--- src/rtl/trellisPkg.sv ---
/* Trellis front end shared definitions
   widths, sample types, DAC monitor select codes and register addresses */

package trellisPkg;

   // -------------------------------------------------------------------------
   // widths
   // -------------------------------------------------------------------------
   localparam int SampleWidth   = 18;
   localparam int RotWidth      = 10;
   localparam int PhErrWidth    = 10;
   localparam int PhErrOutWidth = 8;
   localparam int DecayWidth    = 8;

   // zero branch stands in for the matched filter latency
   localparam int ZeroAlignDepth = 3;

   // decay factor after reset, full persistence
   localparam logic [DecayWidth-1:0] DecayReset = 8'hFF;

   // -------------------------------------------------------------------------
   // sample types
   // -------------------------------------------------------------------------
   typedef logic signed [SampleWidth-1:0] sample_t;

   // one rotated branch component as seen by the decoder
   typedef logic signed [RotWidth-1:0] rotSample_t;

   // four quadrant rotations, index is the rotation number
   typedef rotSample_t [3:0] rotBank_t;

   typedef logic signed [PhErrWidth-1:0]    phErr_t;
   typedef logic signed [PhErrOutWidth-1:0] phErrScaled_t;

   typedef logic [1:0] trellisIndex_t;

   // -------------------------------------------------------------------------
   // DAC monitor select codes
   // -------------------------------------------------------------------------
   typedef logic [3:0] dacSel_t;

   localparam dacSel_t DacSelI     = 4'd0;
   localparam dacSel_t DacSelQ     = 4'd1;
   localparam dacSel_t DacSelPhErr = 4'd2;
   localparam dacSel_t DacSelIndex = 4'd3;

   // -------------------------------------------------------------------------
   // register space
   // -------------------------------------------------------------------------
   typedef logic [12:0] regAddr_t;
   typedef logic [31:0] regData_t;

   localparam regAddr_t TrellisDecayAddr = 13'h0400;

endpackage

--- src/rtl/branchRotator.sv ---
/* Branch rotation bank
   truncates one complex branch and registers its four quadrant rotations */

`timescale 1ns/1ps

module branchRotator
   import trellisPkg::*;
#(
   parameter bit HalfScale = 1'b0
)
(
   input  logic     clk,
   input  logic     rst,
   input  logic     sampleEn,
   input  sample_t  re,
   input  sample_t  im,
   output rotBank_t rotReal,
   output rotBank_t rotImag
);

   rotSample_t baseRe;
   rotSample_t baseIm;
   rotSample_t negRe;
   rotSample_t negIm;

   // ------------------------------------------------------------------------
   // truncation
   // ------------------------------------------------------------------------
   // half scale keeps one bit less and repeats the sign, so the zero branch
   // sits at half the level of the plus and minus branches
   always_comb begin
      if (HalfScale) begin
         baseRe = {re[SampleWidth-1], re[SampleWidth-1 -: RotWidth-1]};
         baseIm = {im[SampleWidth-1], im[SampleWidth-1 -: RotWidth-1]};
      end else begin
         baseRe = re[SampleWidth-1 -: RotWidth];
         baseIm = im[SampleWidth-1 -: RotWidth];
      end
   end

   // negation wraps in RotWidth bits
   assign negRe = -baseRe;
   assign negIm = -baseIm;

   // ------------------------------------------------------------------------
   // rotations, registered on the strobe
   // ------------------------------------------------------------------------
   always_ff @(posedge clk) begin
      if (rst) begin
         rotReal <= '0;
         rotImag <= '0;
      end else if (sampleEn) begin
         // rotation 0, (re, im)
         rotReal[0] <= baseRe;
         rotImag[0] <= baseIm;
         // rotation 1, (im, -re)
         rotReal[1] <= baseIm;
         rotImag[1] <= negRe;
         // rotation 2, (-re, -im)
         rotReal[2] <= negRe;
         rotImag[2] <= negIm;
         // rotation 3, (-im, re)
         rotReal[3] <= negIm;
         rotImag[3] <= baseRe;
      end
   end

endmodule

--- src/rtl/dacChannelMux.sv ---
/* DAC monitor channel
   registers one of I, Q, phase error or trellis index for a test DAC */

`timescale 1ns/1ps

module dacChannelMux
   import trellisPkg::*;
(
   input  logic          clk,
   input  logic          rst,
   input  logic          sampleEn,
   input  dacSel_t       dacSelect,
   input  sample_t       iIn,
   input  sample_t       qIn,
   input  phErr_t        phaseErr,
   input  trellisIndex_t index,
   output sample_t       dacData,
   output logic          dacSync
);

   sample_t phErrForm;
   sample_t indexForm;

   // phase error left justified on the DAC
   assign phErrForm = {phaseErr, {(SampleWidth-PhErrWidth){1'b0}}};

   // index just below the sign bit, so it always shows positive
   assign indexForm = {1'b0, index, {(SampleWidth-3){1'b0}}};

   always_ff @(posedge clk) begin
      case (dacSelect)
         DacSelI:     dacData <= iIn;
         DacSelQ:     dacData <= qIn;
         DacSelPhErr: dacData <= phErrForm;
         DacSelIndex: dacData <= indexForm;
         default:     dacData <= phErrForm;
      endcase
   end

   // sync pulse tracks the data register
   always_ff @(posedge clk) begin
      if (rst)
         dacSync <= 1'b0;
      else
         dacSync <= sampleEn;
   end

endmodule

--- src/rtl/phaseErrorScaler.sv ---
/* Phase error scaler
   doubles the decoder phase error into eight bits with saturation */

`timescale 1ns/1ps

module phaseErrorScaler
   import trellisPkg::*;
(
   input  logic         clk,
   input  logic         rst,
   input  logic         sampleEn,
   input  phErr_t       phaseErr,
   output phErrScaled_t phErrScaled
);

   logic         signBit;
   phErrScaled_t shifted;
   logic         satPos;
   logic         satNeg;

   assign signBit = phaseErr[PhErrWidth-1];

   // stage one captures the doubled value and the overflow flags
   // anything above bit 6 that differs from the sign cannot fit after doubling
   always_ff @(posedge clk) begin
      if (rst) begin
         shifted <= '0;
         satPos  <= 1'b0;
         satNeg  <= 1'b0;
      end else if (sampleEn) begin
         shifted <= {phaseErr[6:0], 1'b0};
         satPos  <= !signBit && (phaseErr[8:6] != 3'b000);
         satNeg  <= signBit && (phaseErr[8:6] != 3'b111);
      end
   end

   // stage two clamps to the symmetric limits
   always_ff @(posedge clk) begin
      if (rst) begin
         phErrScaled <= '0;
      end else if (sampleEn) begin
         if (satPos)
            phErrScaled <= 8'h7F;
         else if (satNeg)
            phErrScaled <= 8'h81;
         else
            phErrScaled <= shifted;
      end
   end

endmodule

--- src/rtl/trellisFrontEnd.sv ---
/* SOQPSK trellis front end
   branch rotation, phase error scaling, decay register and DAC monitors */

`timescale 1ns/1ps

module trellisFrontEnd
   import trellisPkg::*;
(
   input  logic                  clk,
   input  logic                  rst,
   input  logic                  sampleEn,
   input  logic                  wrEn,
   input  sample_t               iIn,
   input  sample_t               qIn,
   input  sample_t               mfmI,
   input  sample_t               mfmQ,
   input  sample_t               mfpI,
   input  sample_t               mfpQ,
   input  phErr_t                phaseErr,
   input  trellisIndex_t         index,
   input  regAddr_t              addr,
   input  regData_t              wrData,
   output regData_t              rdData,
   input  dacSel_t               dac0Select,
   input  dacSel_t               dac1Select,
   input  dacSel_t               dac2Select,
   output sample_t               dac0Data,
   output sample_t               dac1Data,
   output sample_t               dac2Data,
   output logic                  dac0Sync,
   output logic                  dac1Sync,
   output logic                  dac2Sync,
   output rotBank_t              zeroReal,
   output rotBank_t              zeroImag,
   output rotBank_t              minusReal,
   output rotBank_t              minusImag,
   output rotBank_t              plusReal,
   output rotBank_t              plusImag,
   output phErrScaled_t          phErrScaled,
   output logic [DecayWidth-1:0] decayFactor,
   output logic                  symEn2xOut
);

   sample_t zeroI;
   sample_t zeroQ;
   logic    sampleEnDly;

   // ------------------------------------------------------------------------
   // matched filter branches
   // ------------------------------------------------------------------------
   zeroBranchAlign zeroAlign (
      .clk      (clk),
      .rst      (rst),
      .sampleEn (sampleEn),
      .iIn      (iIn),
      .qIn      (qIn),
      .zeroI    (zeroI),
      .zeroQ    (zeroQ)
   );

   // zero branch at half scale against the filter outputs
   branchRotator #(.HalfScale(1'b1)) zeroRot (
      .clk      (clk),
      .rst      (rst),
      .sampleEn (sampleEn),
      .re       (zeroI),
      .im       (zeroQ),
      .rotReal  (zeroReal),
      .rotImag  (zeroImag)
   );

   branchRotator #(.HalfScale(1'b0)) minusRot (
      .clk      (clk),
      .rst      (rst),
      .sampleEn (sampleEn),
      .re       (mfmI),
      .im       (mfmQ),
      .rotReal  (minusReal),
      .rotImag  (minusImag)
   );

   branchRotator #(.HalfScale(1'b0)) plusRot (
      .clk      (clk),
      .rst      (rst),
      .sampleEn (sampleEn),
      .re       (mfpI),
      .im       (mfpQ),
      .rotReal  (plusReal),
      .rotImag  (plusImag)
   );

   // ------------------------------------------------------------------------
   // decoder feedback and control
   // ------------------------------------------------------------------------
   phaseErrorScaler phErrScale (
      .clk         (clk),
      .rst         (rst),
      .sampleEn    (sampleEn),
      .phaseErr    (phaseErr),
      .phErrScaled (phErrScaled)
   );

   trellisRegisters regs (
      .clk         (clk),
      .rst         (rst),
      .wrEn        (wrEn),
      .addr        (addr),
      .wrData      (wrData),
      .rdData      (rdData),
      .decayFactor (decayFactor)
   );

   // two cycle wide enable for the line decoder, strobes are >= 4 clocks apart
   always_ff @(posedge clk) begin
      if (rst)
         sampleEnDly <= 1'b0;
      else
         sampleEnDly <= sampleEn;
   end

   assign symEn2xOut = sampleEn | sampleEnDly;

   // ------------------------------------------------------------------------
   // DAC monitors
   // ------------------------------------------------------------------------
   dacChannelMux dac0Mux (
      .clk       (clk),
      .rst       (rst),
      .sampleEn  (sampleEn),
      .dacSelect (dac0Select),
      .iIn       (iIn),
      .qIn       (qIn),
      .phaseErr  (phaseErr),
      .index     (index),
      .dacData   (dac0Data),
      .dacSync   (dac0Sync)
   );

   dacChannelMux dac1Mux (
      .clk       (clk),
      .rst       (rst),
      .sampleEn  (sampleEn),
      .dacSelect (dac1Select),
      .iIn       (iIn),
      .qIn       (qIn),
      .phaseErr  (phaseErr),
      .index     (index),
      .dacData   (dac1Data),
      .dacSync   (dac1Sync)
   );

   dacChannelMux dac2Mux (
      .clk       (clk),
      .rst       (rst),
      .sampleEn  (sampleEn),
      .dacSelect (dac2Select),
      .iIn       (iIn),
      .qIn       (qIn),
      .phaseErr  (phaseErr),
      .index     (index),
      .dacData   (dac2Data),
      .dacSync   (dac2Sync)
   );

endmodule

--- src/rtl/trellisRegisters.sv ---
/* Trellis register space
   holds the decoder decay factor, synchronous write and combinational read */

`timescale 1ns/1ps

module trellisRegisters
   import trellisPkg::*;
(
   input  logic                  clk,
   input  logic                  rst,
   input  logic                  wrEn,
   input  regAddr_t              addr,
   input  regData_t              wrData,
   output regData_t              rdData,
   output logic [DecayWidth-1:0] decayFactor
);

   logic decaySel;

   assign decaySel = (addr == TrellisDecayAddr);

   // ------------------------------------------------------------------------
   // write side
   // ------------------------------------------------------------------------
   always_ff @(posedge clk) begin
      if (rst) begin
         decayFactor <= DecayReset;
      end else if (wrEn && decaySel) begin
         decayFactor <= wrData[DecayWidth-1:0];
      end
   end

   // ------------------------------------------------------------------------
   // read side
   // ------------------------------------------------------------------------
   // unmapped addresses read back as zero
   always_comb begin
      rdData = '0;
      if (decaySel) begin
         rdData[DecayWidth-1:0] = decayFactor;
      end
   end

endmodule

--- src/rtl/zeroBranchAlign.sv ---
/* Zero branch alignment delay
   holds I/Q for ZeroAlignDepth strobes to match the matched filter latency */

`timescale 1ns/1ps

module zeroBranchAlign
   import trellisPkg::*;
(
   input  logic    clk,
   input  logic    rst,
   input  logic    sampleEn,
   input  sample_t iIn,
   input  sample_t qIn,
   output sample_t zeroI,
   output sample_t zeroQ
);

   sample_t iLine [ZeroAlignDepth];
   sample_t qLine [ZeroAlignDepth];

   // shift only on the sample strobe
   always_ff @(posedge clk) begin
      if (rst) begin
         for (int i = 0; i < ZeroAlignDepth; i++) begin
            iLine[i] <= '0;
            qLine[i] <= '0;
         end
      end else if (sampleEn) begin
         iLine[0] <= iIn;
         qLine[0] <= qIn;
         for (int i = 1; i < ZeroAlignDepth; i++) begin
            iLine[i] <= iLine[i-1];
            qLine[i] <= qLine[i-1];
         end
      end
   end

   // oldest tap feeds the zero branch rotator
   assign zeroI = iLine[ZeroAlignDepth-1];
   assign zeroQ = qLine[ZeroAlignDepth-1];

endmodule

--- config.mk ---
export PLATFORM = sky130hd
export DESIGN_NAME = trellisFrontEnd
export DESIGN_NICKNAME = d
export VERILOG_FILES = /design/src/rtl/trellisPkg.sv /design/src/rtl/branchRotator.sv /design/src/rtl/dacChannelMux.sv /design/src/rtl/phaseErrorScaler.sv /design/src/rtl/trellisFrontEnd.sv /design/src/rtl/trellisRegisters.sv /design/src/rtl/zeroBranchAlign.sv
export SDC_FILE = /design/constraint.sdc
export NUM_CORES = 1
export LEC_CHECK = 0
export CAP_MARGIN = 20
export CORE_AREA = 2 2 204 206
export CTS_BUF_LIST = sky130_fd_sc_hd__clkbuf_4
export DETAILED_ROUTE_END_ITERATION = 10
export DIE_AREA = 0 0 206 208
export DONT_BUFFER_PORTS = 1
export PLACE_DENSITY_LB_ADDON = 0.15
export REMOVE_ABC_BUFFERS = 1
export SYNTH_ARGS = -nofsm -noshare
export SYNTH_HDL_FRONTEND = slang
export SYNTH_SLANG_ARGS = --single-unit
--- constraint.sdc ---
create_clock -name clk -period 3.5 [get_ports clk]
set_input_delay 0.525 -clock clk [delete_from_list [all_inputs] [get_ports clk]]
set_output_delay 0.525 -clock clk [all_outputs]
set_load 0.01 [all_outputs]
==> summary.txt <==
Outcome
  – Run status: finished, final reports clean

Clock network
  – H-tree depth: 3
  – CTS clock-pin slew for the worst setup and hold paths: around 0.06 ns
  – CTS sink cnt: ~250
  – Clock buffer count from CTS: 77
  – Clock Tree Buf Depth: 3
  – Root Buffer: clkbuf_4
  – Worst skew pair latency: between 0.7 and 0.8 ns
  – CTS tree: yes

Place
  – DP Area: between 10000 and 15000 um^2
  – RD Place Congestion: about 0.74
  – Post-Place Cells: around 1500
  – Worst slack, placed: ~1.2 ns
  – Hpwl dp: around 21000 um
  – IO buf count: 0

Global routing
  – Global route total overflow: 0
  – Grt peak-use layer: met2
  – Met1 Track Usage GR: 17.8%
  – Met3 Track Usage GR: under 10%
  – First-pass GRT wire length: 53800 um
  – Antenna violations before repair: 1
  – Vias in the first global route: a little under 9000
  – Global routing usage on met2: ~28%
  – Largest net degree at the start of global routing: around 140
  – Gr usage total: 16.5%

Detailed routing
  – First drt pass iteration count: 4
  – Final WL: ~36000 um
  – Wire length per cell: between 20 and 25 um
  – DR iter-0 viols: 394
  – Vias: 8614
  – DRC viols: 0
  – DR vias/cell: between 4 and 5
  – Antenna violation net count after detailed routing: 0

Worst hold path
  – Hold WC Path Type: input port to flip-flop

Yosys
  – Ys async rst share: 0%
  – Flops & latches, synth: roughly 250
  – Netlist cell types: 59
  – Leading area contributor after synthesis: dfxtp_1
  – Synth top area share: roughly 34%
  – Top_reg_cell synth: dfxtp_1
  – Yosys warning count: 0
  – Synthesized area: between 10000 and 15000 um^2
  – Top post-synthesis cells by area: dfxtp_1 (34%), edfxtp_1 (14%), mux2i_1 (10%), buf_4 (10%), nor2_1 (4.8%)
  – Seq/Total Area, Yosys: between 40% and 50%
  – Syn Inst Count: roughly 1200
  – Post-synth EDFFs: 54
  – Synth Area per Inst: 9.52 um^2

Floorplan
  – # IOs: around 530
  – Core Box Area: just over 40000 um^2
  – FP Rows: 74
  – Initial Util: approximately 28%
  – Die Area: 42800 um^2
  – Die width: just over 200 um
  – Die height: between 200 and 250 um

STA
  – Setup_tns: 0 ns
  – Final setup vio count: 0
  – Fin crit period: roughly 2.8 ns
  – Fin. Hold Viols: 0
  – Slew Limit Fails: 0
  – Crit share post-route: about four fifths
  – Worst Max-Slew Pin Slew: roughly 1.1 ns
  – Worst rel slew slack: around a quarter
  – Fmax: about 0.36 GHz
  – Final WS setup: approximately 0.74 ns
  – Layout Skew: ~0.043 ns
  – RSZ-0062 raised after global routing: false

Power
  – Power per Cell Area: between 500 and 600 nW/um^2
  – Static Leak: 5.61 nW
  – Max IR drop VDD: between 200 and 250 uV
  – Total power: between 7 and 8 mW

Worst setup path
  – WS Path Type: input port to flip-flop
  – CP max FO: 17
  – Setup crit start kind: input port
  – CP max stage cell: dlygate4sd3_1
  – Worst path bufs/invs: 3
  – CP Data Required Time: around 4 ns
  – Top delay family on crit path: buffers and inverters
  – CP Capture Type: flip-flop
  – Worst path max stage delay: 1.27 ns
  – CP arrival: roughly 3.4 ns
  – Crit path cell chain: dlygate4sd3_1 > a31oi_1 > a21oi_1 > dlygate4sd3_1 > a21oi_1 > dlygate4sd3_1
  – CP dominant cell by count: dlygate4sd3_1

Layout
  – Final instance area: 13200 um^2
  – Syn-to-layout area delta: 17.6%
  – Commonest non-fill, non-tap cell in the layout: dfxtp_1
  – Nets: around 1400
  – Share of layout cells above drive strength 1: between 10% and 20%
  – Most frequent cells in the layout: dfxtp_1 (192), dlygate4sd3_1 (149), nor2_1 (145)
  – Layout fillers: between 4000 and 5000
  – Finished Layout Cells: 1810

Run
  – Max cap viols: 0
-- state kept, by name (all words and copies together), names as in the netlist --
signal / cells
phErrScale.phErrScaled: 8
phErrScale.satPos: 1
phErrScale.shifted: 7
dac0Mux.dacData: 18
dac2Mux.dacSync: 1
dac2Mux.dacData: 18
zeroRot.rotReal: 36
phErrScale.satNeg: 1
minusRot.rotReal: 38
zeroAlign.qLine: 27
zeroAlign.iLine: 27
dac1Mux.dacData: 18
regs.decayFactor: 8
plusRot.rotReal: 38
-- layer usage --
layer | routed length (um) | share of wire (%)
met5 | 0 | 0
met1 | 13900 | 38
met2 | 17700 | 49
met4 | 988 | 2.7
met3 | 3750 | 10
-- power by group --
group | internal [mW] | switching [mW]
sequential | 3.08 | 0.267
combinational | 0.329 | 0.352
clock | 1.65 | 1.33
total | 5.06 | 1.95
-- cell type report --
type / instances / area (um^2) / share of cell area, %
Sequential cell: 246 / 5470 / 41.4
Multi-Input combinational cell: 712 / 4350 / 32.9
Timing Repair Buffer: 158 / 1620 / 12.3
Clock buffer: 116 / 871 / 6.60
Tap cell: 532 / 666 / 5.04
Clock inverter: 18 / 129 / 0.976
Inverter: 27 / 101 / 0.768
Antenna cell: 1 / 2.50 / 0.0190
-- tightest hold or removal path: cells and delay by family --
family | cells | cell delay, ns
mux | 1 | 0.06
simple gates | 1 | 0.07
fa+ha+maj | 1 | 0.11
buf+inv | 1 | 0.03
-- stage by stage --
| step | hold slack [ns] | util (%) |
|---|---|---|
| after CTS | 0.000465 | 32.5 |
| after global routing | 0.0336 | 32.6 |
| after detailed placement | 0.478 | 26.2 |
| after global placement | 0.466 | 26.2 |
| after floorplan | 0.452 | - |
| final | 0.119 | 32.6 |
-- path summary, 6_finish.rpt --
kind | start | endpoint | cells after the start | slack [ns]
worst max register to register | zeroAlign.iLine[0][45] | zeroRot.rotReal[28] | 6 | 1.41
worst max-delay path | dac0Select[0] | dac0Mux.dacData[16] | 6 | 0.74
worst min-delay path | mfpI[9] | plusRot.rotReal[21] | 4 | 0.12
worst min register to register | phErrScale.shifted[6] | phErrScale.shifted[6] | 2 | 0.49
-- cells in the mapped netlist (all sizes together), types with 2 or more instances --
cell / n
and2: 11
a22oi: 4
nor3b: 4
mux2i: 116
ha: 6
nand4: 6
nor4b: 2
and3: 55
o21ai: 39
nor2b: 6
or4: 15
nor2: 145
a21oi: 55
nand3: 21
a32o: 2
edfxtp: 54
o311ai: 2
o211ai: 6
nand2: 76
o22ai: 15
or3b: 4
clkbuf: 43
nand3b: 2
xor2: 6
dfxtp: 192
nor4: 8
or2: 3
xnor2: 6
a31oi: 3
inv: 26
nor3: 26
buf: 174
or3: 14
a211o: 5
nand2b: 2
o31ai: 11
-- cells by family after synthesis --
group           synth area share (%)
compound gates                  8.17
simple gates                    17.8
buf+inv                         13.4
fa+ha+maj                      0.669
mux                             10.3
xor+xnor                       0.936
other cells                   0.0334
flops                           48.7
-- repair_timing --
item	4_1_cts	5_1_grt
hold buffers	151	0
buffers inserted	0	0
endpoints found under the hold margin	233	0
resized for setup	0	0
No activity file was read; power rests on OpenSTA's default activity.
